### config.mk
export PLATFORM = sky130hd
export DESIGN_NAME = mem_sequencer
export DESIGN_NICKNAME = d
export VERILOG_FILES = /design/src/hdl/lsb_pkg.sv /design/src/hdl/mem_sequencer.sv
export SDC_FILE = /design/constraint.sdc
export NUM_CORES = 1
export LEC_CHECK = 0
export BUFFER_PORTS_ARGS = -buffer_cell sky130_fd_sc_hd__buf_2
export CORE_AREA = 2 2 130 227
export CTS_CLUSTER_DIAMETER = 30
export DETAILED_ROUTE_END_ITERATION = 16
export DIE_AREA = 0 0 132 229
export HOLD_SLACK_MARGIN = 0.08
export PLACE_DENSITY_LB_ADDON = 0.15
export SLEW_MARGIN = 20
export SYNTH_ARGS = -nofsm -noshare
export SYNTH_HDL_FRONTEND = slang
export SYNTH_SLANG_ARGS = --single-unit
### constraint.sdc
create_clock -name clk -period 6 [get_ports clk]
set_input_delay 0.6 -clock clk [delete_from_list [all_inputs] [get_ports clk]]
set_output_delay 0.6 -clock clk [all_outputs]
set_load 0.005 [all_outputs]
### src/hdl/lsb_pkg.sv
`default_nettype none

package lsb_pkg;

    ////////////////////
    // Data path widths
    ////////////////////

    typedef logic [31:0] word_t;    // Data and byte addresses
    typedef logic [7:0]  byte_t;    // RAM data path
    typedef logic [2:0]  rob_tag_t; // Zero means no tag

    ////////////////////
    // Memory op codes, same values as the core's decoder
    ////////////////////

    typedef enum logic [4:0] {
        LB      = 5'b10010,
        LH      = 5'b10011,
        LW      = 5'b10100,
        LBU     = 5'b10101,
        LHU     = 5'b10110,
        SB      = 5'b10111,
        SH      = 5'b11000,
        SW      = 5'b11001,
        OP_NONE = 5'b11111  // Nothing dispatched this cycle
    } mem_op_t;

    // Sequencer states
    // Three bits since five states are needed
    typedef enum logic [2:0] {
        IDLE,
        FETCH,
        LOAD,
        STORE,
        WAIT
    } seq_state_t;

endpackage

`default_nettype wire
### src/hdl/mem_sequencer.sv
`timescale 1ns/1ps
`default_nettype none

module mem_sequencer (
    input  wire                     clk,
    input  wire                     rst,
    input  wire                     head_valid,
    input  wire                     head_ready,
    input  wire lsb_pkg::mem_op_t   head_op,
    input  wire lsb_pkg::word_t     head_addr,
    input  wire lsb_pkg::word_t     head_data,
    input  wire lsb_pkg::rob_tag_t  head_tag,
    input  wire                     fetch_valid,
    input  wire lsb_pkg::word_t     fetch_pc,
    input  wire lsb_pkg::byte_t     ram_rdata,
    output logic                    lsq_pop,
    output logic                    fetch_pop,
    output lsb_pkg::word_t          ram_addr,
    output logic                    ram_we,
    output lsb_pkg::byte_t          ram_wdata,
    output lsb_pkg::rob_tag_t       output_number,
    output lsb_pkg::word_t          output_value,
    output logic                    mem_ready,
    output lsb_pkg::word_t          ins_value,
    output logic                    ins_ready
);
    import lsb_pkg::*;

    seq_state_t state;
    logic [1:0] idx;        // Byte being addressed
    logic [1:0] last_idx;   // Byte count minus one
    logic       job_fetch;
    word_t      job_addr;
    word_t      job_data;   // Store data, or bytes gathered by a load
    mem_op_t    job_op;
    rob_tag_t   job_tag;
    logic       head_go;
    logic       head_store;
    logic [1:0] head_last;
    word_t      load_word;
    word_t      load_ext;

    assign head_go = head_valid && head_ready; // Committed op beats fetch

    always_comb begin
        head_store = 1'b0;
        case (head_op)
            LB, LBU: head_last = 2'd0;
            LH, LHU: head_last = 2'd1;
            SB: begin
                head_store = 1'b1;
                head_last  = 2'd0;
            end
            SH: begin
                head_store = 1'b1;
                head_last  = 2'd1;
            end
            SW: begin
                head_store = 1'b1;
                head_last  = 2'd3;
            end
            default: head_last = 2'd3;
        endcase
    end

    ////////////////////
    // RAM side
    ////////////////////

    assign ram_addr  = job_addr + word_t'(idx); // Little endian, byte k at base plus k
    assign ram_we    = (state == STORE);
    assign ram_wdata = job_data[{idx, 3'b000} +: 8];

    // The queue that fed the job is popped in its final cycle
    assign lsq_pop   = ((state == STORE) && (idx == last_idx)) || ((state == WAIT) && !job_fetch);
    assign fetch_pop = (state == WAIT) && job_fetch;

    // Last byte arrives during WAIT
    always_comb begin
        load_word = job_data;
        load_word[{last_idx, 3'b000} +: 8] = ram_rdata;
    end

    always_comb begin
        case (job_op)
            LB:      load_ext = {{24{load_word[7]}}, load_word[7:0]};
            LBU:     load_ext = {24'h000000, load_word[7:0]};
            LH:      load_ext = {{16{load_word[15]}}, load_word[15:0]};
            LHU:     load_ext = {16'h0000, load_word[15:0]};
            default: load_ext = load_word;
        endcase
    end

    ////////////////////
    // FSM
    ////////////////////

    always_ff @(posedge clk) begin
        if (rst) begin
            state         <= IDLE;
            idx           <= '0;
            job_fetch     <= 1'b0;
            mem_ready     <= 1'b0;
            ins_ready     <= 1'b0;
            output_number <= '0;
        end else begin
            mem_ready     <= 1'b0;
            ins_ready     <= 1'b0;
            output_number <= '0;
            case (state)
                IDLE: begin
                    idx <= '0;
                    if (head_go) begin
                        state     <= head_store ? STORE : LOAD;
                        job_fetch <= 1'b0;
                    end else if (fetch_valid) begin
                        state     <= FETCH;
                        job_fetch <= 1'b1;
                    end
                end
                FETCH, LOAD: begin
                    if (idx == last_idx) state <= WAIT;
                    else idx <= idx + 2'd1;
                end
                STORE: begin
                    if (idx == last_idx) begin
                        state         <= IDLE;
                        output_number <= job_tag; // Store reports its tag only
                    end else begin
                        idx <= idx + 2'd1;
                    end
                end
                WAIT: begin
                    state <= IDLE;
                    if (job_fetch) begin
                        ins_ready <= 1'b1;
                    end else begin
                        mem_ready     <= 1'b1;
                        output_number <= job_tag;
                    end
                end
                default: state <= IDLE;
            endcase
        end
    end

    always_ff @(posedge clk) begin
        if ((state == IDLE) && head_go) begin
            job_addr <= head_addr;
            job_data <= head_data;
            job_op   <= head_op;
            job_tag  <= head_tag;
            last_idx <= head_last;
        end else if (state == IDLE) begin
            job_addr <= fetch_pc;
            last_idx <= 2'd3;
        end
        // Byte from the previous address
        if (((state == LOAD) || (state == FETCH)) && (idx != 2'd0)) begin
            job_data[{idx - 2'd1, 3'b000} +: 8] <= ram_rdata;
        end
        if (state == WAIT) begin
            if (job_fetch) ins_value <= load_word;
            else output_value <= load_ext;
        end
    end

endmodule

`default_nettype wire

==> results.py <==
metrics = {
    "clock_network": {
        "cts_tree": "yes",
        "cts-buffers-inserted": 17,
        "clockBufferDepth": 2,
        "ctsHtreeMaxLevel": 4,
        "clockRootBuffer": "clkbuf_16",
        "cts_hold_buf": 0,
        "postCtsSetupBuffers": 0,
        "clkLatencyLatePin_ns": 0.44,
        "cts.reportedPaths.clkPinSlew_ns": 0.06,
        "post_cts_resize_count": 0,
        "cts_sinks": 149,
    },
    "synthesis": {
        "syn_avg_cell_area_sq_um": 11.33,
        "syn-num-nets": 774,
        "yosysTopAreaCellShare_pct": 43.62,
        "synth.ff_latch_count": 149,
        "synthArstFlopShare_pct": 0,
        "synthFlopType": "edfxtp_1",
        "synth_top_area_cell": "edfxtp_1",
        "syn-cell-area_sq_um": 7297,
        "synth_area_leaders": "edfxtp_1 (44%), dfxtp_1 (12%), a21oi_1 (4.9%)",
        "synth_cells": 644,
        "synth-edff-count": 106,
        "yosys_warnings": 0,
        "yosysSeqAreaShare_pct": 55.42,
        "synth.distinct_cells": 51,
    },
    "worst_setup_path": {
        "cp.required_ns": 5.40,
        "slowest_delay_ns": 0.84,
        "path_buf_inv": 2,
        "r2r_setup_slack_ns": 3.02,
        "worstPathArrival_ns": 3.76,
        "crit_family": "simple AND/OR/NAND/NOR gates",
        "crit_type": "flop to primary output",
        "crit_chain": "ha_1 -> inv_1 -> fa_1 -> nand4b_1 -> nor4_1 -> nand4_1 -> xnor2_1 -> buf_2",
        "worst-r2r-cell-count": 6,
        "crit_path_end_kind": "primary output",
        "reg2reg_to": "output_value[18]",
        "crit_path_start_kind": "flop",
        "critPathMaxFanout": 18,
        "slowest_stage": "dfxtp_1",
        "crit-reg2reg-launch": "last_idx[0]",
    },
    "sta": {
        "finalCriticalPeriod_ns": 4.363,
        "finalCritPeriodShare_pct": 72.72,
        "worst_slew_pin_slew_ns": 1.017,
        "finalMaxSlewViolations": 0,
        "max_freq_ghz": 0.2292,
        "tns_ns": 0,
        "rsz0062_at_grt": "false",
        "max-slew-margin-rel_pct": 32.02,
        "fin_skew_ns": 0.005730,
        "finalSetupViolCount": 0,
        "hold_viol_final": 0,
    },
    "cells_and_area": {
        "syn_to_final_growth_pct": 30.16,
        "fin_nets": 990,
        "drive_above_1_share_pct": 36.20,
        "utilization_pct": 33.42,
    },
    "power_and_ir_drop": {
        "powerDensity_nw_per_um2": 320.1,
        "intPower_mw": 2.226,
        "power.switching_mw": 0.8148,
        "combPwrFrac_pct": 16.9,
        "swShare_pct": 26.80,
        "p_leak_nw": 3.942,
        "power_frac_seq_pct": 44.8,
        "clockPowerShare_pct": 38.3,
        "max-vdd-ir-drop_mv": 0.2174,
    },
    "floorplanning": {
        "die_area_sq_um": 30230,
        "row_count": 82,
        "coreArea_sq_um": 28420,
        "die_height_um": 229,
        "die_x_um": 132,
        "io_pins": 229,
        "start_util_pct": 25.68,
    },
    "min_path": {
        "holdPathEnd": "job_tag[1]",
        "hold_path.class": "input pin to flop",
        "hold_start": "head_tag[1]",
        "whs_path_depth": 1,
    },
    "outcome": {
        "status": "finished, final reports clean",
    },
    "global_route": {
        "first_global_vias": 5904,
        "grt_pass1_wl_um": 36530,
        "grt_use_total_pct": 16.64,
        "grt_overflow_total": 0,
        "grt_max_degree": 52,
        "antenna_found_initial": 8,
    },
    "route": {
        "routed_wl_um": 25090,
        "drtAntennaViolNets": 0,
        "via_per_inst": 4.511,
        "route.vias.total": 5670,
        "drtIter0Drc": 256,
        "drc": 0,
        "wl_per_cell_um": 19.96,
        "drtPass1Iterations": 5,
    },
    "placement": {
        "place.gp.congestion": 0.8069,
        "numPortBuffers": 228,
        "dp_hpwl_um": 19270,
    },
    "job": {
        "maxCapViolCount": 0,
    },
}
[cell usage after synthesis, drive strengths merged, types with 6 or more instances]
library cell,number
mux2,32
and3,7
xor2,7
inv,64
nor3,7
buf,9
mux2i,33
clkbuf,28
ha,12
a21oi,72
nand2,43
and2,6
dfxtp,43
edfxtp,106
mux4,8
o21ai,32
nand4,12
nand3,23
xnor2,26
nor2,14
o21a,23
[stage by stage]
step	hold WS (ns)	power (mW)	std cells	instance area, sq um	setup WS, ns
after floorplan	0.4203	1.660	644	7297	2.900
after global placement	0.4291	1.907	1219	8816	2.013
after detailed placement	0.4305	1.910	1219	8816	1.947
after CTS	0.3003	3.091	1251	9478	1.455
after global routing	0.3091	3.189	1255	9493	1.203
final	0.3345	3.040	1257	9498	1.637
[power groups by stage]
stage | clock (mW) | combinational, mW | sequential, mW
6_report | 1.16 | 0.513 | 1.36
2_1_floorplan | 0 | 0.329 | 1.33
5_1_grt | 1.23 | 0.577 | 1.38
4_1_cts | 1.20 | 0.522 | 1.37
3_3_place_gp | 0 | 0.517 | 1.39
3_5_place_dp | 0 | 0.520 | 1.39
[worst max-delay path by stage]
stage                     startpoint            to  slack [ns]  depth (start not counted)
after floorplan               idx[1]  ram_addr[16]        2.90                          7
after global placement        idx[0]  ram_addr[22]        2.01                          8
after detailed placement      idx[0]  ram_addr[22]        1.95                          8
after CTS                     idx[0]  ram_addr[22]        1.46                          8
after global routing          idx[0]  ram_addr[22]        1.20                          8
final                         idx[0]  ram_addr[22]        1.64                          8
[routing by layer]
layer	routed length, um	up-vias	global-route usage (%)
li1	-	2742	-
met1	8818	2685	16.18
met2	13820	207	31.66
met3	1662	32	5.312
met4	767	4	7.235
met5	27	-	0
[flip-flops by register name (all words and copies together) (netlist names)]
name / count
output_value: 32
mem_ready: 1
ins_value: 32
job_fetch: 1
job_op: 5
job_tag: 3
job_data: 32
output_number: 3
state: 3
idx: 2
last_idx: 2
ins_ready: 1
job_addr: 32
[area by class of cell]
type / count / area (sq um)
fill: 2966 / 18920
sequential: 149 / 4044
inverter: 64 / 240.2
multi-input combinational: 394 / 2878
antenna: 6 / 15.01
clock inverter: 2 / 11.26
tap: 378 / 473.0
timing repair buffer: 234 / 1186
clock buffer: 30 / 650.6
[cells in the final DEF (no fill, tap or decap), types with 8 or more instances in the layout]
| cell | count |
|---|---|
| buf_2 | 228 |
| edfxtp_1 | 106 |
| a21oi_1 | 71 |
| inv_1 | 64 |
| nand2_1 | 43 |
| dfxtp_1 | 43 |
| mux2i_1 | 33 |
| o21ai_0 | 32 |
| mux2_2 | 32 |
| xnor2_1 | 26 |
| o21a_1 | 23 |
| nand3_1 | 23 |
| clkbuf_16 | 22 |
| nor2_1 | 13 |
| nand4_1 | 12 |
| ha_1 | 12 |
| mux4_2 | 8 |
[cells by family (layout without fill, tap and decap cells)]
| kind of cell | count (synthesis) | in the layout | share of synthesized area [%] |
|---|---|---|---|
| muxes | 73 | 73 | 11.93 |
| xor gates and xnor gates | 33 | 33 | 3.961 |
| buffers and inverters | 101 | 330 | 5.556 |
| other | 0 | 6 | 0 |
| AOI/OAI and AO/OA | 137 | 137 | 10.61 |
| and+or+nand+nor | 138 | 138 | 10.19 |
| DFF | 149 | 149 | 55.42 |
| adders and majority gates | 13 | 13 | 2.332 |
[worst reg2reg max path: cells and delay by family (launching register included)]
family,cells,cell delay (ns)
muxes,1,0.30
adders and majority gates,1,0.67
and+or+nand+nor,1,0.27
buffers and inverters,1,0.15
AOI/OAI and AO/OA,2,0.78
DFF,1,0.53
No activity file was read; power rests on OpenSTA's default activity.
