===== src/hdl/lsb_pkg.sv =====
`default_nettype none

package lsb_pkg;

    ////////////////////
    // Data path widths
    ////////////////////

    typedef logic [31:0] word_t;    // Data and byte addresses
    typedef logic [7:0]  byte_t;    // RAM data path
    typedef logic [2:0]  rob_tag_t; // Zero means no tag

    ////////////////////
    // Memory op codes, same values as the core's decoder
    ////////////////////

    typedef enum logic [4:0] {
        LB      = 5'b10010,
        LH      = 5'b10011,
        LW      = 5'b10100,
        LBU     = 5'b10101,
        LHU     = 5'b10110,
        SB      = 5'b10111,
        SH      = 5'b11000,
        SW      = 5'b11001,
        OP_NONE = 5'b11111  // Nothing dispatched this cycle
    } mem_op_t;

    // Sequencer states
    // Three bits since five states are needed
    typedef enum logic [2:0] {
        IDLE,
        FETCH,
        LOAD,
        STORE,
        WAIT
    } seq_state_t;

endpackage

`default_nettype wire

===== src/hdl/load_store_queue.sv =====
`timescale 1ns/1ps
`default_nettype none

module load_store_queue #(
    parameter int QUEUE_DEPTH = 8
) (
    input  wire                      clk,
    input  wire                      rst,
    input  wire lsb_pkg::mem_op_t    op,
    input  wire lsb_pkg::word_t      addr,
    input  wire lsb_pkg::word_t      data,
    input  wire lsb_pkg::rob_tag_t   rob_number,
    input  wire lsb_pkg::rob_tag_t   committed_number,
    input  wire                      lsq_pop,
    output logic                     head_valid,
    output logic                     head_ready,
    output lsb_pkg::mem_op_t         head_op,
    output lsb_pkg::word_t           head_addr,
    output lsb_pkg::word_t           head_data,
    output lsb_pkg::rob_tag_t        head_tag,
    output logic                     buffer_full
);
    import lsb_pkg::*;

    localparam int PTR_W = $clog2(QUEUE_DEPTH);
    localparam int CNT_W = PTR_W + 1;
    localparam logic [CNT_W-1:0] FULL_LEVEL = CNT_W'(QUEUE_DEPTH - 2);

    mem_op_t            op_q   [QUEUE_DEPTH];
    word_t              addr_q [QUEUE_DEPTH];
    word_t              data_q [QUEUE_DEPTH];
    rob_tag_t           tag_q  [QUEUE_DEPTH];
    logic [QUEUE_DEPTH-1:0] valid_q;
    logic [QUEUE_DEPTH-1:0] ready_q;
    logic [PTR_W-1:0]   head;
    logic [PTR_W-1:0]   tail;
    logic [CNT_W-1:0]   count;
    logic [CNT_W-1:0]   count_next;
    logic               push;

    assign push = (op != OP_NONE);

    always_comb begin
        case ({push, lsq_pop})
            2'b10:   count_next = count + CNT_W'(1);
            2'b01:   count_next = count - CNT_W'(1);
            default: count_next = count;
        endcase
    end

    // Entry payload
    always_ff @(posedge clk) begin
        if (push) begin
            op_q[tail]   <= op;
            addr_q[tail] <= addr;
            data_q[tail] <= data;
            tag_q[tail]  <= rob_number;
        end
    end

    always_ff @(posedge clk) begin
        if (rst) begin
            valid_q     <= '0;
            ready_q     <= '0;
            head        <= '0;
            tail        <= '0;
            count       <= '0;
            buffer_full <= 1'b0;
        end else begin
            // Commit marks every matching slot, the last one included
            if (committed_number != '0) begin
                for (int i = 0; i < QUEUE_DEPTH; i++) begin
                    if (valid_q[i] && (tag_q[i] == committed_number)) begin
                        ready_q[i] <= 1'b1;
                    end
                end
            end
            if (lsq_pop) begin
                valid_q[head] <= 1'b0;
                ready_q[head] <= 1'b0;
                head          <= head + PTR_W'(1);
            end
            if (push) begin
                valid_q[tail] <= 1'b1;
                ready_q[tail] <= 1'b0; // Waits for its commit
                tail          <= tail + PTR_W'(1);
            end
            count       <= count_next;
            buffer_full <= (count_next >= FULL_LEVEL);
        end
    end

    assign head_valid = valid_q[head];
    assign head_ready = ready_q[head];
    assign head_op    = op_q[head];
    assign head_addr  = addr_q[head];
    assign head_data  = data_q[head];
    assign head_tag   = tag_q[head];

endmodule

`default_nettype wire


===== config.mk =====
export PLATFORM = sky130hd
export DESIGN_NAME = load_store_queue
export DESIGN_NICKNAME = d
export VERILOG_FILES = /design/src/hdl/lsb_pkg.sv /design/src/hdl/load_store_queue.sv
export SDC_FILE = /design/constraint.sdc
export NUM_CORES = 1
export LEC_CHECK = 0
export BUFFER_PORTS_ARGS = -buffer_cell sky130_fd_sc_hd__buf_2
export CAP_MARGIN = 15
export CORE_ASPECT_RATIO = 0.6
export CORE_MARGIN = 1
export CORE_UTILIZATION = 25
export CTS_CLUSTER_SIZE = 24
export DETAILED_ROUTE_END_ITERATION = 7
export GPL_ROUTABILITY_DRIVEN = 0
export GPL_TIMING_DRIVEN = 0
export MAX_ROUTING_LAYER = met4
export SYNTH_ARGS = -nofsm -noshare
export SYNTH_HDL_FRONTEND = slang
export SYNTH_SLANG_ARGS = --single-unit

===== constraint.sdc =====
create_clock -name clk -period 4.4 [get_ports clk]
set_input_delay 0.44 -clock clk [delete_from_list [all_inputs] [get_ports clk]]
set_output_delay 0.44 -clock clk [all_outputs]
set_load 0.01 [all_outputs]

==> results of run 1 <==
-- power breakdown --
part           total (W)  switching, W  internal [W]  leakage [nW]
combinational    0.00150      0.000799      0.000705          2.69
sequential       0.00668     0.0000684       0.00661          5.53
clock            0.00514       0.00214       0.00301         0.947
total             0.0133       0.00300        0.0103          9.17
-- worst max-delay path: stages (launching register included) --
cell and delay, ns:
dfxtp_1 0.31, buf_2 0.38, buf_2 0.47, buf_2 0.40, mux4_2 0.36, mux2_4 0.30
buf_2 0.15
-- flip-flops by register name, summed over array words and instances, names as in the netlist, named ones only --
| name | flops |
|---|---|
| addr_q | 256 |
| ready_q | 8 |
| buffer_full | 1 |
| tail | 3 |
| op_q | 40 |
| data_q | 256 |
| valid_q | 8 |
| count | 4 |
| head | 3 |
| tag_q | 24 |
-- routing by layer --
metal	share of wire, %	routed length, um
met3	6.1	3370
met4	2.0	1080
met2	47	26000
met1	45	24700
met5	0	0
-- through the flow --
step	instance area, um2	utilization, %	setup slack, ns
after floorplan	23600	-	0.0724
after global placement	25900	28.0	-3.99
after detailed placement	26400	28.5	1.47
after CTS	28400	30.6	0.776
after global routing	28400	30.7	0.773
final	28400	30.7	0.914
-- final timing paths --
| kind | cells after the start | slack (ns) | endpoint | from |
|---|---|---|---|---|
| max reg2reg | 5 | 2.01 | data_q[7][15] | tail[0] |
| min | 1 | 0.08 | data_q[4][2] | data[2] |
| max | 6 | 0.91 | head_data[22] | register |
| min reg2reg | 2 | 0.50 | count[3] | count[3] |
-- cell usage after synthesis (all sizes together) (2+ instances only) --
master / number / area share, %
edfxtp: 576 / 73
mux4: 144 / 14
mux2: 75 / 4.5
buf: 36 / 1.2
dfxtp: 30 / 2.5
xor2: 20 / 0.74
nor2: 19 / 0.30
a21oi: 18 / 0.38
inv: 16 / 0.25
clkbuf: 15 / 0.24
nand2: 15 / 0.24
o21ai: 14 / 0.30
nor4: 8 / 0.21
nor2b: 6 / 0.16
o221a: 6 / 0.29
ha: 5 / 0.26
mux2i: 5 / 0.21
a31oi: 4 / 0.11
a32o: 4 / 0.17
or2: 4 / 0.11
nor3b: 3 / 0.095
nand3: 2 / 0.042
nand4: 2 / 0.053
o2111a: 2 / 0.095
o221ai: 2 / 0.074
o31ai: 2 / 0.064
xnor2: 2 / 0.074
-- final cells by class --
type	instances	area [um2]	share of cell area (%)
multi-input cells	369	5360	18.8
well taps	1232	1540	5.42
inverters	16	65.1	0.229
repair buffers	170	1210	4.26
diodes	12	30.0	0.106
clock buffers	73	1570	5.53
plain buffers	51	339	1.19
flip-flops and latches	606	17900	63.0
clock inverters	35	404	1.42
-- logic make-up (layout without fill, tap and decap cells) --
group	after synthesis	in the layout	synth area share (%)
xor+xnor	22	22	0.816
buf+inv	67	345	1.69
other cells	0	12	0
simple gates	61	61	1.27
mux	224	224	18.5
fa+ha+maj	5	5	0.265
flops	606	606	75.8
compound gates	57	57	1.67
==> impl_metrics.yaml, run 1 <==
outcome:
  status: "finished clean"
floorplanning:
  start_util_pct: 25.5
  dieArea_um2: 95700
  dieWidth_um: 399
  core_um2: 92600
  io-pin-count: 153
  num_rows: 86
  dieHeight_um: 240
synthesis:
  yosys_register_bits: 606
  ys_async_sr_fraction_pct: 0
  syn_area_um2: 23600
  syn_avg_cell_area_um2: 22.7
  ys_warn_count: 0
  ys_seq_area_share_pct: 75.8
  synth-edff-count: 576
  synth_nets: 1125
  yosys_most_used_dff: "edfxtp_1"
  synth_cells: 1042
  ys_types: 40
layout:
  mostFrequentLayoutCells: "edfxtp_1 (576), buf_2 (169), mux4_2 (144)"
  drive_gt1_share_pct: 38.9
  nets: 1356
  n_fill_cell: 8847
  final_common_cell: "edfxtp_1"
  final_cells: 2564
  area.growth.synth_to_final_pct: 20.4
global_routing:
  grt_max_degree: 42
  use_met1_pct: 15.4
  overflow: 0
  grtUsageTotal_pct: 11.8
  grt_pass1_vias: 11700
  antenna_found_initial: 20
  grt_pass1_wl_um: 79500
  grt_use_met2_pct: 18.5
  busiest_layer: "met2"
  met3_usage_pct: 2.83
route:
  routed_via_density: 4.35
  first_pass_iters: 5
  wl_um: 55100
  remaining_drc_errors: 0
  antenna_left: 0
  dr_total_vias: 11200
  post_drt_wl_per_cell_um: 21.5
  drt-initial-drc-count: 717
setup_path:
  crit_fanout: 10
  end_kind: "output port"
  crit_type: "reg -> out"
  arrival_ns: 3.05
  start_kind: "register"
  cp.required_ns: 3.96
place:
  dp_hpwl_um: 35300
  dp_cells: 2444
  port_buffers: 149
worst_hold_path:
  min_path_type: "in -> reg"
clocking:
  insertion_delay_ns: 0.62
  cts_made_buffers: 59
  cts_sinks: 606
  cts_hold_buf: 0
  cts_root_buffer: "clkbuf_16"
  cts_repair_resize_count: 0
  cts_buffer_depth: 3
  cts_tree: "done"
  cts_setup_buffers: 0
  htreeDepth: 2
  path_clk_slew_ns: 0.06
timing:
  finalSetupViolCount: 0
  worst_slew_pin_slew_ns: 1.05
  fin_setup_tns_ns: 0
  drv_slew: 0
  finClkSkew_ns: 0.0212
  period_minus_slack_ns: 3.49
  min_period_over_period_pct: 79.2
  grt_setup_unrepaired: "false"
  finalHoldViolCount: 0
  hold_slack_ns: 0.0831
  fmaxAchievable_mhz: 287
  slew_headroom_pct: 30.2
power_and_ir_drop:
  vdd_ir_drop_max_mv: 0.311
  total_power_w: 0.0133
  total_leakage_power_nw: 9.17
  powerDensity_nw_per_um2: 469
flow_run:
  drv_cap: 0
(Power assumes the default switching activity.)
==> inputs of run 2 (changes only) <==
- clock period: 4.4 -> 3 ns (I/O delays scaled with it)
==> run 2 against run 1 <==
  * Combinational power rose by 56%
  * Cell count rose by 2.8%
  * Clock power rose by 47%
  * Wire length rose by 1.5%
  * Critical endpoint is now head_data[24]
==> impl_metrics.yaml, run 2 (synthesized netlist as in run 1, its figures left out) <==
outcome:
  status: "finished clean"
timing:
  fin_setup_tns_ns: 0
  worst_slew_pin_slew_ns: 0.891
  drv_slew: 0
  finalHoldViolCount: 0
  slew_headroom_pct: 40.2
  min_period_over_period_pct: 95.7
  period_minus_slack_ns: 2.87
  finClkSkew_ns: 0.0227
  fmaxAchievable_mhz: 348
  grt_setup_unrepaired: "false"
  finalSetupViolCount: 0
worst_hold_path:
  min_path_type: "in -> reg"
  min_from: "lsq_pop"
setup_path:
  start_kind: "register"
  cp.required_ns: 2.70
  r2r-start: "tail[0]"
  path_cells: "buf_6 > buf_12 > buf_12 > mux4_2 > mux2_4 > buf_2"
  endpoint: "head_data[24]"
  cp_slowest_stage_delay_ns: 0.52
  crit_type: "reg -> out"
  crit_fanout: 10
  r2r_cells: 4
  arrival_ns: 2.57
  end_kind: "output port"
  critPathSlowestCell: "mux4_2"
  crit_top_cell: "buf_12"
  r2r_slack_ns: 0.62
  rr_endpoint: "addr_q[7][5]"
route:
  wl_um: 56000
  remaining_drc_errors: 0
  routed_via_density: 4.31
  antenna_left: 0
  post_drt_wl_per_cell_um: 21.2
  dr_total_vias: 11400
  first_pass_iters: 5
  drt-initial-drc-count: 988
clocking:
  insertion_delay_ns: 0.62
  cts_buffer_depth: 3
  path_clk_slew_ns: 0.07
  cts_sinks: 606
  cts_made_buffers: 58
  htreeDepth: 2
  cts_root_buffer: "clkbuf_16"
  cts_setup_buffers: 0
  cts_tree: "done"
place:
  dp_cells: 2445
  port_buffers: 149
  dp_hpwl_um: 35000
global_routing:
  grtUsageTotal_pct: 12.1
  antenna_found_initial: 12
  grt_pass1_wl_um: 81700
  grt_max_degree: 41
  grt_pass1_vias: 12000
  overflow: 0
floorplanning:
  io-pin-count: 153
  core_um2: 92600
  start_util_pct: 25.5
  num_rows: 86
  dieArea_um2: 95700
  dieWidth_um: 399
  dieHeight_um: 240
layout:
  mostFrequentLayoutCells: "edfxtp_1 (576), buf_2 (153), mux4_2 (144)"
  drive_gt1_share_pct: 38.4
  nets: 1429
  area.growth.synth_to_final_pct: 24.0
  final_cells: 2636
  reg_top3: "addr_q: 256 flops, data_q: 256 flops, op_q: 40 flops"
  utilization_pct: 31.6
  final_common_cell: "edfxtp_1"
power_and_ir_drop:
  vdd_ir_drop_max_mv: 0.460
  total_leakage_power_nw: 9.55
  powerDensity_nw_per_um2: 673
flow_run:
  drv_cap: 0
[run 2: cell types whose count changed in the layout (fill, tap and decap cells not counted), moves of 5 or more]
cell	change
clkinv_1	-5
clkbuf_2	+9
dlygate4sd3_1	+73
buf_2	-16
clkbuf_4	+5
clkinv_2	+7
buf_4	+10
clkdlybuf4s15_2	+6
buf_1	-6
clkbuf_1	-11
[run 2: critical path: cells and delay by family, from the launching register on]
family / cells / cell delay [ns]
buffers and inverters: 4 / 0.76
DFF: 1 / 0.32
muxes: 2 / 0.82
[run 2: per-stage QoR]
step	setup WS, ns	cell area, um2	total power (W)	hold WS (ns)
after floorplan	-1.19	23600	0.0113	0.399
after detailed placement	0.210	26500	0.0123	0.484
final	0.130	29300	0.0197	0.247
after global routing	0.0180	29300	0.0204	0.267
after global placement	-5.33	25900	0.0122	0.473
after CTS	0.0125	29200	0.0200	0.188
[run 2: how the worst min path moves through the flow]
| stage | to | slack [ns] | depth (start not counted) |
|---|---|---|---|
| after global routing | count[0] | 0.27 | 4 |
| after detailed placement | valid_q[7] | 0.48 | 2 |
| after CTS | count[0] | 0.19 | 4 |
| final | count[0] | 0.25 | 4 |
| after floorplan | addr_q[0][0] | 0.40 | 0 |
| after global placement | tail[0] | 0.47 | 2 |
[run 2: power by group]
group          internal [W]  switching (W)  total [W]  leakage (nW)
Clock               0.00441        0.00314    0.00756         0.954
Combinational       0.00113        0.00120    0.00234          3.06
Sequential          0.00970       0.000100    0.00980          5.53
[run 2: layout make-up]
cell class / instances / area, um2
Timing Repair Buffer: 244 / 1980
Clock buffer: 68 / 1490
Inverter: 16 / 65.1
Buffer: 51 / 439
Tap cell: 1232 / 1540
Fill cell: 8816 / 63400
Multi-Input combinational cell: 369 / 5360
Antenna cell: 11 / 27.5
Clock inverter: 39 / 473
Sequential cell: 606 / 17900
[run 2: timing repair]
item                       4_1_cts  5_1_grt
hold endpoints to repair       578        0
gates resized for setup         33        5
setup endpoints to repair       72       39
hold buffers                    73        0
[run 2: routing by layer]
layer  GRT usage, %  up-vias  share of wire (%)
met5              -        -                  0
met4           2.33        0                1.4
met3           2.63       64                5.9
met2           19.1      307                 48
met1           16.0     6004                 44
li1               -     4998                  -
==> inputs of run 3 (changes only) <==
- GPL_TIMING_DRIVEN: 0 -> default
- PLACE_DENSITY_LB_ADDON: default -> 0.1
==> run 3 against run 2 <==
  * Cell count down 1.6%
  * Design area fell by 1.6%
  * Clock power is 3% higher
  * Sequential power is 0.4% higher
  * Via count fell by 2.5%
  * Hold slack got worse by 0.12 ns
  * Clock skew fell by 0.0098 ns
  * Register-to-register slack better by 0.22 ns
  * Critical endpoint is now head_addr[20]
  * Highest routed layer unchanged
==> impl_metrics.yaml, run 3 (synthesized netlist as in run 1, its figures left out) <==
setup_path:
  end_kind: "output port"
  critPathSlowestCell: "mux4_2"
  r2r_slack_ns: 0.84
  cp.required_ns: 2.70
  rr_endpoint: "addr_q[5][17]"
  crit_type: "reg -> out"
  cp_slowest_stage_delay_ns: 0.56
  crit_fanout: 45
  r2r_cells: 5
  start_kind: "register"
  r2r-start: "tail[1]"
  arrival_ns: 2.54
  path_cells: "buf_16 > mux4_2 > mux2_4 > buf_2"
timing:
  period_minus_slack_ns: 2.84
  finalHoldViolCount: 0
  hold_slack_ns: 0.128
  slew_headroom_pct: 37.4
  fmaxAchievable_mhz: 352
  worst_slew_pin_slew_ns: 0.939
  grt_setup_unrepaired: "true"
  fin_setup_tns_ns: 0
  finClkSkew_ns: 0.0129
  finalSetupViolCount: 0
  drv_slew: 0
  min_period_over_period_pct: 94.7
floorplanning:
  dieHeight_um: 240
  num_rows: 86
  core_um2: 92600
  dieArea_um2: 95700
  start_util_pct: 25.5
  io-pin-count: 153
  dieWidth_um: 399
clocking:
  path_clk_slew_ns: 0.06
  cts_sinks: 606
  cts_setup_buffers: 0
  cts_tree: "done"
  htreeDepth: 3
  cts_buffer_depth: 3
  cts_root_buffer: "clkbuf_16"
  insertion_delay_ns: 0.61
  cts_made_buffers: 66
route:
  dr_total_vias: 11100
  post_drt_wl_per_cell_um: 22.5
  dr.max_layer_used: "met4"
  wl_met3_um: 2010
  drt-initial-drc-count: 626
  routed_via_density: 4.27
  wl_met1_um: 28200
  wl_um: 58400
  remaining_drc_errors: 0
  antenna_left: 0
  first_pass_iters: 5
  wl_met2_um: 26900
global_routing:
  grt_pass1_wl_um: 84700
  grt_pass1_vias: 11900
  grt_max_degree: 55
  overflow: 0
  antenna_found_initial: 2
  grtUsageTotal_pct: 12.8
power_and_ir_drop:
  powerDensity_nw_per_um2: 685
  vdd_ir_drop_max_mv: 0.272
  total_power_w: 0.0197
  total_leakage_power_nw: 9.34
worst_hold_path:
  min_to: "count[2]"
  min_from: "rst"
  hold_depth: 2
  min_path_type: "in -> reg"
outcome:
  status: "finished clean"
place:
  port_buffers: 152
  dp_hpwl_um: 31700
layout:
  area.growth.synth_to_final_pct: 22.0
  mostFrequentLayoutCells: "edfxtp_1 (576), buf_2 (145), mux4_2 (144)"
  drive_gt1_share_pct: 37.0
  reg_top3: "addr_q: 256 flops, data_q: 256 flops, op_q: 40 flops"
  final_common_cell: "edfxtp_1"
  nets: 1395
flow_run:
  drv_cap: 0
## run 3: cell types whose count changed in the layout (fill, tap and decap cells not counted), sizes merged, moves of 3 or more
cell / change
diode: -9
buf: -15
inv: +3
clkdlybuf4s15: -6
bufinv: -8
## run 3: how the worst max path moves through the flow
| stage | from | end | slack [ns] | depth (start not counted) |
|---|---|---|---|---|
| 5_1_grt | register | head_op[3] | -0.02 | 4 |
| 4_1_cts | register | head_data[11] | 0.002 | 4 |
| 2_1_floorplan | op[0] | addr_q[3][0] | -1.19 | 3 |
| 3_3_place_gp | op[1] | buffer_full | 0.46 | 10 |
| 3_5_place_dp | op[1] | buffer_full | 0.44 | 10 |
| 6_report | register | head_addr[20] | 0.16 | 4 |
## run 3: worst max-delay path: cells and delay by family (launching register included)
family	cells	cell delay, ns
mux	2	0.86
flops	1	0.50
buf+inv	2	0.50
## run 3: area by class of cell
| class | instances | area [um2] |
|---|---|---|
| flip-flops and latches | 606 | 17900 |
| clock inverters | 31 | 236 |
| multi-input cells | 369 | 5360 |
| clock buffers | 86 | 1770 |
| well taps | 1232 | 1540 |
| fillers | 8927 | 63800 |
| diodes | 2 | 5.00 |
| inverters | 16 | 65.1 |
| repair buffers | 253 | 1920 |
## run 3: power breakdown
| part | switching (W) | internal [W] |
|---|---|---|
| clock network | 0.00340 | 0.00435 |
| logic | 0.00112 | 0.00103 |
| registers | 0.000135 | 0.00971 |
| total | 0.00465 | 0.0151 |
## run 3: what timing repair did
item | in CTS | in global routing
hold endpoints to repair | 573 | 0
hold buffers | 72 | 0
pin swaps | 0 | 0
setup endpoints to repair | 1 | 20
resized for setup | 1 | 11
## run 3: through the flow
stage               util, %  worst slack, ns  area [um2]  std cells
floorplan                 -            -1.19       23600       1042
global placement       28.1            0.456       26000       2404
detailed placement     28.1            0.437       26000       2404
CTS                    31.0          0.00192       28700       2593
global route           31.1          -0.0224       28800       2595
finish                 31.1            0.160       28800       2595
## run 3: routing by layer
layer | track usage, % | vias up
met2 | 19.2 | 171
met5 | - | -
li1 | - | 4916
met4 | 3.59 | 0
met3 | 2.76 | 86
met1 | 17.4 | 5914
