--- src/hdl/lsb_pkg.sv ---
`default_nettype none

package lsb_pkg;

    ////////////////////
    // Data path widths
    ////////////////////

    typedef logic [31:0] word_t;    // Data and byte addresses
    typedef logic [7:0]  byte_t;    // RAM data path
    typedef logic [2:0]  rob_tag_t; // Zero means no tag

    ////////////////////
    // Memory op codes, same values as the core's decoder
    ////////////////////

    typedef enum logic [4:0] {
        LB      = 5'b10010,
        LH      = 5'b10011,
        LW      = 5'b10100,
        LBU     = 5'b10101,
        LHU     = 5'b10110,
        SB      = 5'b10111,
        SH      = 5'b11000,
        SW      = 5'b11001,
        OP_NONE = 5'b11111  // Nothing dispatched this cycle
    } mem_op_t;

    // Sequencer states
    // Three bits since five states are needed
    typedef enum logic [2:0] {
        IDLE,
        FETCH,
        LOAD,
        STORE,
        WAIT
    } seq_state_t;

endpackage

`default_nettype wire
--- src/hdl/fetch_queue.sv ---
`timescale 1ns/1ps
`default_nettype none

module fetch_queue #(
    parameter int QUEUE_DEPTH = 8
) (
    input  wire                  clk,
    input  wire                  rst,
    input  wire                  new_ins,
    input  wire lsb_pkg::word_t  pc_addr,
    input  wire                  fetch_pop,
    output logic                 fetch_valid,
    output lsb_pkg::word_t       fetch_pc,
    output logic                 if_full
);
    import lsb_pkg::*;

    localparam int PTR_W = $clog2(QUEUE_DEPTH);
    localparam int CNT_W = PTR_W + 1;
    localparam logic [CNT_W-1:0] FULL_LEVEL = CNT_W'(QUEUE_DEPTH - 2);

    word_t            pc_q [QUEUE_DEPTH];
    logic [PTR_W-1:0] head;
    logic [PTR_W-1:0] tail;
    logic [CNT_W-1:0] count;
    logic [CNT_W-1:0] count_next;

    assign count_next = count + CNT_W'(new_ins) - CNT_W'(fetch_pop);

    always_ff @(posedge clk) begin
        if (new_ins) begin
            pc_q[tail] <= pc_addr;
        end
    end

    always_ff @(posedge clk) begin
        if (rst) begin
            head    <= '0;
            tail    <= '0;
            count   <= '0;
            if_full <= 1'b0;
        end else begin
            if (new_ins) tail <= tail + PTR_W'(1);
            if (fetch_pop) head <= head + PTR_W'(1);
            count   <= count_next;
            if_full <= (count_next >= FULL_LEVEL); // Leaves room for two more PCs
        end
    end

    assign fetch_valid = (count != '0);
    assign fetch_pc    = pc_q[head];

endmodule

`default_nettype wire

--- config.mk ---
export PLATFORM = sky130hd
export DESIGN_NAME = fetch_queue
export DESIGN_NICKNAME = d
export VERILOG_FILES = /design/src/hdl/lsb_pkg.sv /design/src/hdl/fetch_queue.sv
export SDC_FILE = /design/constraint.sdc
export NUM_CORES = 1
export LEC_CHECK = 0
export BUFFER_PORTS_ARGS = -buffer_cell sky130_fd_sc_hd__buf_2
export CORE_AREA = 2 2 135 137
export DETAILED_ROUTE_END_ITERATION = 8
export DIE_AREA = 0 0 137 139
export GPL_TIMING_DRIVEN = 1
export PLACE_DENSITY = 0.78
export REMOVE_ABC_BUFFERS = 1
export SKIP_CTS_REPAIR_TIMING = 1
export SLEW_MARGIN = 0
export SYNTH_ARGS = -nofsm -noshare
export SYNTH_HDL_FRONTEND = slang
export SYNTH_SLANG_ARGS = --single-unit
--- constraint.sdc ---
create_clock -name clk -period 4.34 [get_ports clk]
set_input_delay 0.217 -clock clk [delete_from_list [all_inputs] [get_ports clk]]
set_output_delay 0.217 -clock clk [all_outputs]
set_load 0.1 [all_outputs]
==> results of run 1 <==
## per-layer routing
layer	share of wire, %	global-route usage, %	up-vias
li1	-	-	2119
met1	42	28.93	2489
met2	50	33.67	175
met3	5.9	4.167	25
met4	1.6	6.131	0
met5	0	0	-
## through the flow
step	instance area [um^2]	util (%)	setup WS [ns]	cells
detailed placement	11080	62.73	1.722	732
finish	12170	68.91	1.220	813
global placement	11080	62.73	1.733	732
CTS	11840	67.08	1.157	780
global route	12170	68.91	1.063	813
floorplan	10280	-	0.6863	422
## cell families (layout without fill, tap and decap cells)
| family | Yosys count | count (layout) | synth area share (%) |
|---|---|---|---|
| DFF | 270 | 270 | 76.52 |
| muxes | 98 | 98 | 18.94 |
| and+or+nand+nor | 31 | 31 | 1.358 |
| buffers and inverters | 25 | 167 | 1.478 |
| adders and majority gates | 8 | 8 | 1.033 |
| xor gates and xnor gates | 5 | 5 | 0.4206 |
| AOI/OAI and AO/OA | 4 | 4 | 0.2524 |
| other | 0 | 1 | 0 |
## power groups by stage
stage          logic, W  registers (W)  clock network (W)
2_1_floorplan  0.000680        0.00307                  0
3_3_place_gp   0.000876        0.00304                  0
3_5_place_dp   0.000899        0.00304                  0
4_1_cts        0.000903        0.00299            0.00207
5_1_grt        0.000968        0.00300            0.00217
6_report       0.000920        0.00299            0.00203
## registers in the layout (all words and copies together), names as in the netlist, named ones only
signal / flops
tail: 3
head: 3
pc_q: 256
if_full: 1
count: 4
## layout make-up
cell class                 instances  area, um^2  share of cell area (%)
antenna                            1       2.502                 0.02057
clock buffer                      34       701.9                   5.769
clock inverter                    14       65.06                  0.5348
inverter                           6       22.52                  0.1851
multi-input combinational        146        2346                   19.28
sequential                       270        7974                   65.54
tap                              229       286.5                   2.355
timing repair buffer             113       768.2                   6.314
## final timing paths
kind	endpoint	start	depth (start not counted)	slack (ns)
max	fetch_pc[4]	flip-flop	4	1.22
min	tail[2]$_SDFFE_PP0P_	rst	2	0.01
max reg2reg	pc_q[2][14]$_DFFE_PP_	tail[1]$_SDFFE_PP0P_	3	2.16
min reg2reg	flip-flop	head[2]$_SDFFE_PP0P_	2	0.53
## placed cells by master (no fill, tap or decap), types with 3 or more instances in the layout
master         synthesis  routed
clkbuf_16              0      27
clkbuf_1               4       7
xnor2_1                3       3
mux2_2                32      32
nand2_1                4       4
nor2_1                15       9
buf_2                  6      69
clkinv_2               0       7
inv_1                  6       6
nor2b_1                3       3
buf_4                  0      11
mux4_1                40      40
nor2_4                 0       6
dlygate4sd3_1          0      32
clkinv_1               0       6
mux4_2                24      24
nand2b_1               4       4
edfxtp_1             256     256
dfxtp_1               14      11
ha_1                   7       7
## worst register-to-register path, stage by stage (launching register included)
cell and delay (ns):
dfxtp_1 0.37, nand2_1 0.22, nor3_2 0.67, buf_4 0.54
==> results.toml, run 1 <==
[layout]
drive_above_1_share_pct = 31.39
areaGrowthSynthToFinish_pct = 16.85
fillers = 1075
nets = 607

[synth]
avgSynthCellArea_um2 = 23.61
synth_edf_count = 256
syn_inst = 441
seq_area_frac_synth_pct = 76.52
yosysMostFrequentCell = "edfxtp_1"
synth_area_leaders = "edfxtp_1 74%, mux4_1 10%, mux4_2 5.2%"
synth_top_area_share_pct = 73.83
synth_cell_type_count = 25
synth_flop_cell = "edfxtp_1"
syn-cell-area_mm2 = 0.01041
synth_top_cell_by_area = "edfxtp_1"
synth-seq-cells = 270
ys.warnings.count = 0
synth_commonest_cells = "256 x edfxtp_1, 40 x mux4_1, 32 x mux2_2"
async_flop_share_pct = 0

[timing]
fin_setup_tns_ns = 0
fin_skew_ns = 0.01252
max-slew-margin-rel_pct = 29.64
rsz0062_at_grt = "false"
maxSlewViolCount = 0
finalCriticalPeriod_ns = 3.120
worst_slew_pin_slew_ns = 1.055
fmax_ghz = 0.3206
hold_viol = 0
fin_crit_sh_pct = 71.88
finalSetupViolCount = 0
holdWs_ns = 0.01346

[die]
start_util_pct = 58.97
die_h_um = 139
ioPinCount = 70
die_width_um = 137
die-area_mm2 = 0.01904
row_count = 49
core_mm2 = 0.01766

[detailed_routing]
routedWlPerCell_um = 23.57
vias = 4808
firstDrtPassIters = 5
first_iter_violations = 396
drt_wl_total_um = 19160
route.detailed.drc = 0
drtAntennaViolNets = 0
viasPerCell = 5.914

[power_and_ir_drop]
p_int_w = 0.004336
power_density_mw_per_mm2 = 488.5
pwr-share-comb_pct = 15.5
peakVddDrop_uv = 377.4
total_power_w = 0.005943
pwr-share-clk_pct = 34.2
power.switching_w = 0.001607
power.leakage_nw = 4.073
swShare_pct = 27.04
seqPwrFrac_pct = 50.3

[setup_path]
path_delay_family = "multiplexers"
start_kind = "flip-flop"
worstPathCellList = "buf_4, mux4_1, mux2_2, buf_2"
critical_path.max_fanout = 36
arrival_ns = 2.90
critPathMaxStageDelay_ns = 0.77
worst-path-buf-inv = 2
worstSetupPathType = "reg2out"
crit_required_ns = 4.12
cpMaxStageDelayCell = "dfxtp_4"
cp-end-kind = "primary output"

[placed_design]
place_congestion = 0.6878
io_buffers = 69
post-dp-hpwl_um = 10770

[clock_tree]
htree_levels = 1
path_clk_slew_ns = 0.06
cts.sinks = 270
cts_buffers = 26
clockRootBuffer = "clkbuf_16"
clockBufferDepth = 3
cts_tree = "done"
clk_latency_ns = 0.53

[run_status]
status = "completed"

[global_routing]
first_global_vias = 4930
grt_first_pass_wirelength_um = 28750
grt_antenna_before_repair = 1
grt_max_degree = 37
overflow = 0
track_usage_pct = 20.73

[worst_hold_path]
hold_path_class = "in2reg"

[run]
drv_cap = 0
(Power assumes the default switching activity.)
==> run 2, diff against run 1 <==
--- a/config.mk
+++ b/config.mk
@@ -5,12 +5,13 @@
 export SDC_FILE = /design/constraint.sdc
 export NUM_CORES = 1
 export LEC_CHECK = 0
+export ABC_AREA = 1
 export BUFFER_PORTS_ARGS = -buffer_cell sky130_fd_sc_hd__buf_2
-export CORE_AREA = 2 2 135 137
+export CORE_AREA = 2 2 149 151
 export DETAILED_ROUTE_END_ITERATION = 8
-export DIE_AREA = 0 0 137 139
+export DIE_AREA = 0 0 151 153
 export GPL_TIMING_DRIVEN = 1
-export PLACE_DENSITY = 0.78
+export PLACE_DENSITY = 0.75
 export REMOVE_ABC_BUFFERS = 1
 export SKIP_CTS_REPAIR_TIMING = 1
 export SLEW_MARGIN = 0
==> constraint.sdc (replaced) <==
create_clock -name clk -period 2.65 [get_ports clk]
set_input_delay 0.1325 -clock clk [delete_from_list [all_inputs] [get_ports clk]]
set_output_delay 0.1325 -clock clk [all_outputs]
set_load 0.1 [all_outputs]
==> run 2 against run 1 <==
  * Setup slack worse by 1.0 ns
  * Combinational power is 110% higher
  * Critical path depth is 4 higher
  * Die area is 21% higher
  * Critical endpoint is now fetch_pc[0]
  * Largest cell class unchanged
  * First-iteration DRC count is 66% higher
  * Via count is 60% higher
  * Sequential power is 62% higher
  * Global-route usage is 0.41 points lower
  * Synthesized cell count grew to 2.7 times the previous value
  * Flip-flop and latch count stayed put
  * Routed wire length is 20% higher
==> results.toml, run 2 <==
[run_status]
status = "completed"

[timing]
setup_slack_ns = 0.1821
fmax_ghz = 0.4052
fin_crit_sh_pct = 93.13
worst_slew_pin_slew_ns = 0.8147
fin_setup_tns_ns = 0
hold_viol = 0
finalSetupViolCount = 0
max-slew-margin-rel_pct = 45.69
rsz0062_at_grt = "false"
fin_skew_ns = 0.01339
finalCriticalPeriod_ns = 2.468
maxSlewViolCount = 0

[placed_design]
place_ws_ns = 0.6992
post-dp-hpwl_um = 13020
place_congestion = 0.7846
post_dp_cell_area_mm2 = 0.01236
io_buffers = 69

[synth]
yosysMostFrequentCell = "nand2_1"
synthMuxAreaShare_pct = 0
synth_cell_type_count = 17
seq_area_frac_synth_pct = 68.89
synth-adder-area-share_pct = 0.9303
synth-xor-area-share_pct = 0.1514
syn-cell-area_mm2 = 0.01157
syn_inst = 1187
synth_area_leaders = "edfxtp_1 66%, nand2_1 14%, nor2_1 8.7%"
async_flop_share_pct = 0
avgSynthCellArea_um2 = 9.744
synth_top_family_by_area = "simple AND/OR/NAND/NOR gates"
yosys.area_share.simple_pct = 22.90
synth_top_area_share_pct = 66.46
synth_edf_count = 256
synth_commonest_cells = "428 x nand2_1, 268 x nor2_1, 256 x edfxtp_1"
synth_compound_area_share_pct = 0.4327
ys.warnings.count = 0
synth_flop_cell = "edfxtp_1"
synth-seq-cells = 270
synth_top_cell_by_area = "edfxtp_1"

[clock_tree]
clockRootBuffer = "clkbuf_16"
cts.sinks = 270
cts_buffers = 26
cts_tree = "done"
clockBufferDepth = 3
path_clk_slew_ns = 0.06
htree_levels = 1
clk_latency_ns = 0.53

[power_and_ir_drop]
power.switching_w = 0.003014
power_density_mw_per_mm2 = 767.1
swShare_pct = 28.91
pwr-share-comb_pct = 18.2
pwr-share-clk_pct = 35.3
seqPwrFrac_pct = 46.5
peakVddDrop_uv = 570.9
total_power_w = 0.01042
power.leakage_nw = 5.797
p_int_w = 0.007410

[layout]
top_regs = "pc_q: 256 flops, count: 4 flops"
largest_reg_flops = 256
final_common_cell = "nand2_1"
nets = 1335
drive_above_1_share_pct = 10.76
areaGrowthSynthToFinish_pct = 17.48
mostFrequentLayoutCells = "428 x nand2_1, 260 x nor2_1, 256 x edfxtp_1, 145 x inv_1, 65 x buf_2"
largest-register = "pc_q"
design_area_mm2 = 0.01359

[die]
die_h_um = 153
die_width_um = 151
ioPinCount = 70
start_util_pct = 53.83
row_count = 54
die-area_mm2 = 0.02310
core_mm2 = 0.02149

[global_routing]
grt_antenna_before_repair = 0
first_global_vias = 7266
grt_max_degree = 77
grt_first_pass_wirelength_um = 36440
track_usage_pct = 20.33
overflow = 0

[worst_hold_path]
hold_path_class = "in2reg"

[detailed_routing]
first_iter_violations = 658
viasPerCell = 4.825
routedWlPerCell_um = 14.48
drtAntennaViolNets = 0
route.detailed.drc = 0
firstDrtPassIters = 6
drt_wl_total_um = 23050
vias = 7681

[run]
drv_cap = 0

[setup_path]
worstSetupPathType = "reg2out"
start_kind = "flip-flop"
arrival_ns = 2.34
critical_path.max_fanout = 36
crit_required_ns = 2.52
cp-end-kind = "primary output"
==> run 2: cell count changes after synthesis, moves of 5 or more <==
cell / previous run / this run
buf_6: 7 / 0
nand2_1: 4 / 428
clkbuf_1: 4 / 9
nor2_1: 15 / 268
inv_1: 6 / 145
mux2_2: 32 / 0
mux4_1: 40 / 0
mux4_2: 24 / 0
buf_2: 6 / 31
==> run 2: final cells by class <==
class,instances,area (um^2)
Multi-Input combinational cell,723,2884
Timing Repair Buffer,124,968.4
Tap cell,280,350.3
Sequential cell,270,7974
Fill cell,1595,7898
Inverter,146,550.5
Clock buffer,35,715.7
Antenna cell,1,2.502
Clock inverter,13,142.6
==> run 2: worst max-delay path, stage by stage, from the launching register on <==
cell and delay, ns:
dfxtp_4 0.53, buf_4 0.39, nor2_1 0.09, nor2_1 0.10
nand2_1 0.06, nand2_1 0.05, nand2_1 0.04, nand2_1 0.10
buf_2 0.43
==> run 2: layer usage <==
metal | part of all wire, % | GRT usage, % | up-vias
met3 | 7.4 | 3.582 | 47
met5 | 0 | 0 | -
li1 | - | - | 3898
met2 | 49 | 33.94 | 235
met1 | 42 | 26.95 | 3501
met4 | 2.1 | 7.076 | 0
==> run 2: power groups by stage <==
stage	registers (W)	logic (W)	clock network [W]
2_1_floorplan	0.00507	0.00135	0
3_3_place_gp	0.00493	0.00181	0
5_1_grt	0.00485	0.00206	0.00388
4_1_cts	0.00484	0.00186	0.00373
3_5_place_dp	0.00493	0.00185	0
6_report	0.00484	0.00190	0.00368
==> run 2: path summary, 6_finish.rpt <==
kind	from	endpoint	slack, ns	cells past startpoint
worst max-delay path	flip-flop	fetch_pc[0]	0.18	8
worst min register to register	tail[0]$_SDFFE_PP0P_	tail[0]$_SDFFE_PP0P_	0.50	2
worst max register to register	count[0]$_SDFF_PP0_	if_full$_SDFF_PP0_	0.92	9
worst min-delay path	rst	count[0]$_SDFF_PP0_	0.39	3
==> run 2: metrics by stage <==
step / util [%] / hold slack [ns] / cells
after floorplan: - / 0.2016 / 1139
after global placement: 57.55 / 0.3935 / 1508
after detailed placement: 57.55 / 0.3976 / 1508
after CTS: 61.54 / -0.1554 / 1556
after global routing: 63.23 / 0.4078 / 1591
final: 63.24 / 0.3936 / 1592
==> run 2: cells by family (layout without fill, tap and decap cells) <==
group / Yosys count / in the layout
xor+xnor: 2 / 2
simple gates: 703 / 703
fa+ha+maj: 8 / 8
other cells: 0 / 1
flops: 270 / 270
compound gates: 10 / 10
buf+inv: 194 / 318
==> run 3, diff against run 2 <==
==> constraint.sdc (replaced) <==
create_clock -name clk -period 2.65 [get_ports clk]
set_input_delay 0 -clock clk [delete_from_list [all_inputs] [get_ports clk]]
set_output_delay 0 -clock clk [all_outputs]
set_load 0.1 [all_outputs]
==> run 3 against run 2 <==
  * Utilization rose by 0.27 points
  * Total power grew 1.8%
  * Critical path depth unchanged
  * Critical path type unchanged
  * Setup slack improved by 0.015 ns
  * Highest routed layer unchanged
  * Hold slack got worse by 0.11 ns
  * Combinational power about the same
==> results.toml, run 3 (synthesis gave the netlist of run 2 again) <==
[placed_design]
placed_cells = 1512
io_buffers = 69
post_dp_cell_area_mm2 = 0.01238
post-dp-hpwl_um = 13300
place_ws_ns = 0.7248
place_congestion = 0.7453

[setup_path]
r2r-end = "pc_q[0][12]$_DFFE_PP_"
worstSetupPathType = "reg2out"
r2r_setup_slack_ns = 0.74
cp-end-kind = "primary output"
reg2reg_depth = 3
arrival_ns = 2.45
r2r-start = "tail[0]$_SDFFE_PP0P_"
crit_path_end = "fetch_pc[17]"
crit_required_ns = 2.65
start_kind = "flip-flop"
critical_path.max_fanout = 49

[layout]
largest_reg_flops = 256
nets = 1341
mostFrequentLayoutCells = "428 x nand2_1, 260 x nor2_1, 256 x edfxtp_1, 145 x inv_1, 69 x buf_2"
diodes = 0
drive_above_1_share_pct = 11.01
design_area_mm2 = 0.01365
top_regs = "pc_q: 256 flops, count: 4 flops"
fin_util_pct = 63.51
largest-register = "pc_q"
instances_no_fill = 1597
final_common_cell = "nand2_1"
areaGrowthSynthToFinish_pct = 17.98

[global_routing]
grt_max_degree = 66
grt_antenna_before_repair = 0
overflow = 0
track_usage_pct = 20.25
first_global_vias = 7277
grt_first_pass_wirelength_um = 36810

[die]
ioPinCount = 70
die-area_mm2 = 0.02310
die_h_um = 153
row_count = 54
die_width_um = 151
start_util_pct = 53.83
core_mm2 = 0.02149

[detailed_routing]
route.detailed.drc = 0
drtAntennaViolNets = 0
vias = 7838
viasPerCell = 4.908
routedWlPerCell_um = 14.75
firstDrtPassIters = 5
first_iter_violations = 631
drt_wl_total_um = 23560

[clock_tree]
cts_tree = "done"
cts.sinks = 270
clockBufferDepth = 3
clockRootBuffer = "clkbuf_16"
cts_buffers = 27
htree_levels = 1
path_clk_slew_ns = 0.06
clk_latency_ns = 0.52

[worst_hold_path]
hp-start = "pc_addr[10]"
min_path_cells = 2
hold_path_class = "in2reg"

[timing]
hold_viol = 0
fin_skew_ns = 0.008619
fin_crit_sh_pct = 92.55
fmax_ghz = 0.4077
finalCriticalPeriod_ns = 2.453
maxSlewViolCount = 0
worst_slew_pin_slew_ns = 0.8340
max-slew-margin-rel_pct = 44.40
finalSetupViolCount = 0
rsz0062_at_grt = "false"
setup_slack_ns = 0.1974

[power_and_ir_drop]
power.leakage_nw = 5.844
power_density_mw_per_mm2 = 777.3
peakVddDrop_uv = 640.7
total_power_w = 0.01061

[run_status]
status = "completed"

[run]
drv_cap = 0
## run 3: cell types whose count changed in the layout (fill, tap and decap cells not counted), sizes merged
cell and delta:
bufinv +1, clkinv +2, clkinvlp -2, diode -1, buf +8, clkbuf -4, dlygate4sd3 +1
## run 3: metrics by stage
stage          setup TNS, ns  hold slack (ns)
2_1_floorplan         -90.83          0.06907
3_3_place_gp               0           0.2681
3_5_place_dp               0           0.2698
4_1_cts                    0          -0.2760
5_1_grt                    0           0.2832
6_report                   0           0.2812
## run 3: layout make-up
cell class                 count  area [um^2]
clock inverter                14        167.7
clock buffer                  35        735.7
fill                        1630         7840
multi-input combinational    723         2884
inverter                     146        548.0
tap                          280        350.3
sequential                   270         7974
timing repair buffer         129        985.9
## run 3: how the worst min path moves through the flow
stage	slack [ns]	end
floorplan	0.07	tail[0]$_SDFFE_PP0P_
global placement	0.27	pc_q[5][20]$_DFFE_PP_
detailed placement	0.27	flip-flop
CTS	-0.28	pc_q[7][20]$_DFFE_PP_
global route	0.28	pc_q[6][3]$_DFFE_PP_
finish	0.28	pc_q[7][10]$_DFFE_PP_
## run 3: layer usage
layer,part of all wire [%],vias up,GRT usage [%]
li1,-,3905,-
met3,6.1,33,3.343
met2,50,234,34.22
met4,1.7,0,5.741
met1,42,3666,27.23
met5,0,-,0
## run 3: worst max-delay path, cell delays in order, from the launching register on
cell and delay (ns):
dfxtp_4 0.72, buf_12 0.29, nor2_1 0.08, nor2_1 0.08, nand2_1 0.06, nand2_1 0.08
nand2_1 0.05, nand2_1 0.10, buf_2 0.43
## run 3: power breakdown
group          total, W  switching, W  internal, W
Combinational   0.00190       0.00147     0.000432
Sequential      0.00486     0.0000593      0.00480
Clock           0.00385       0.00152      0.00234
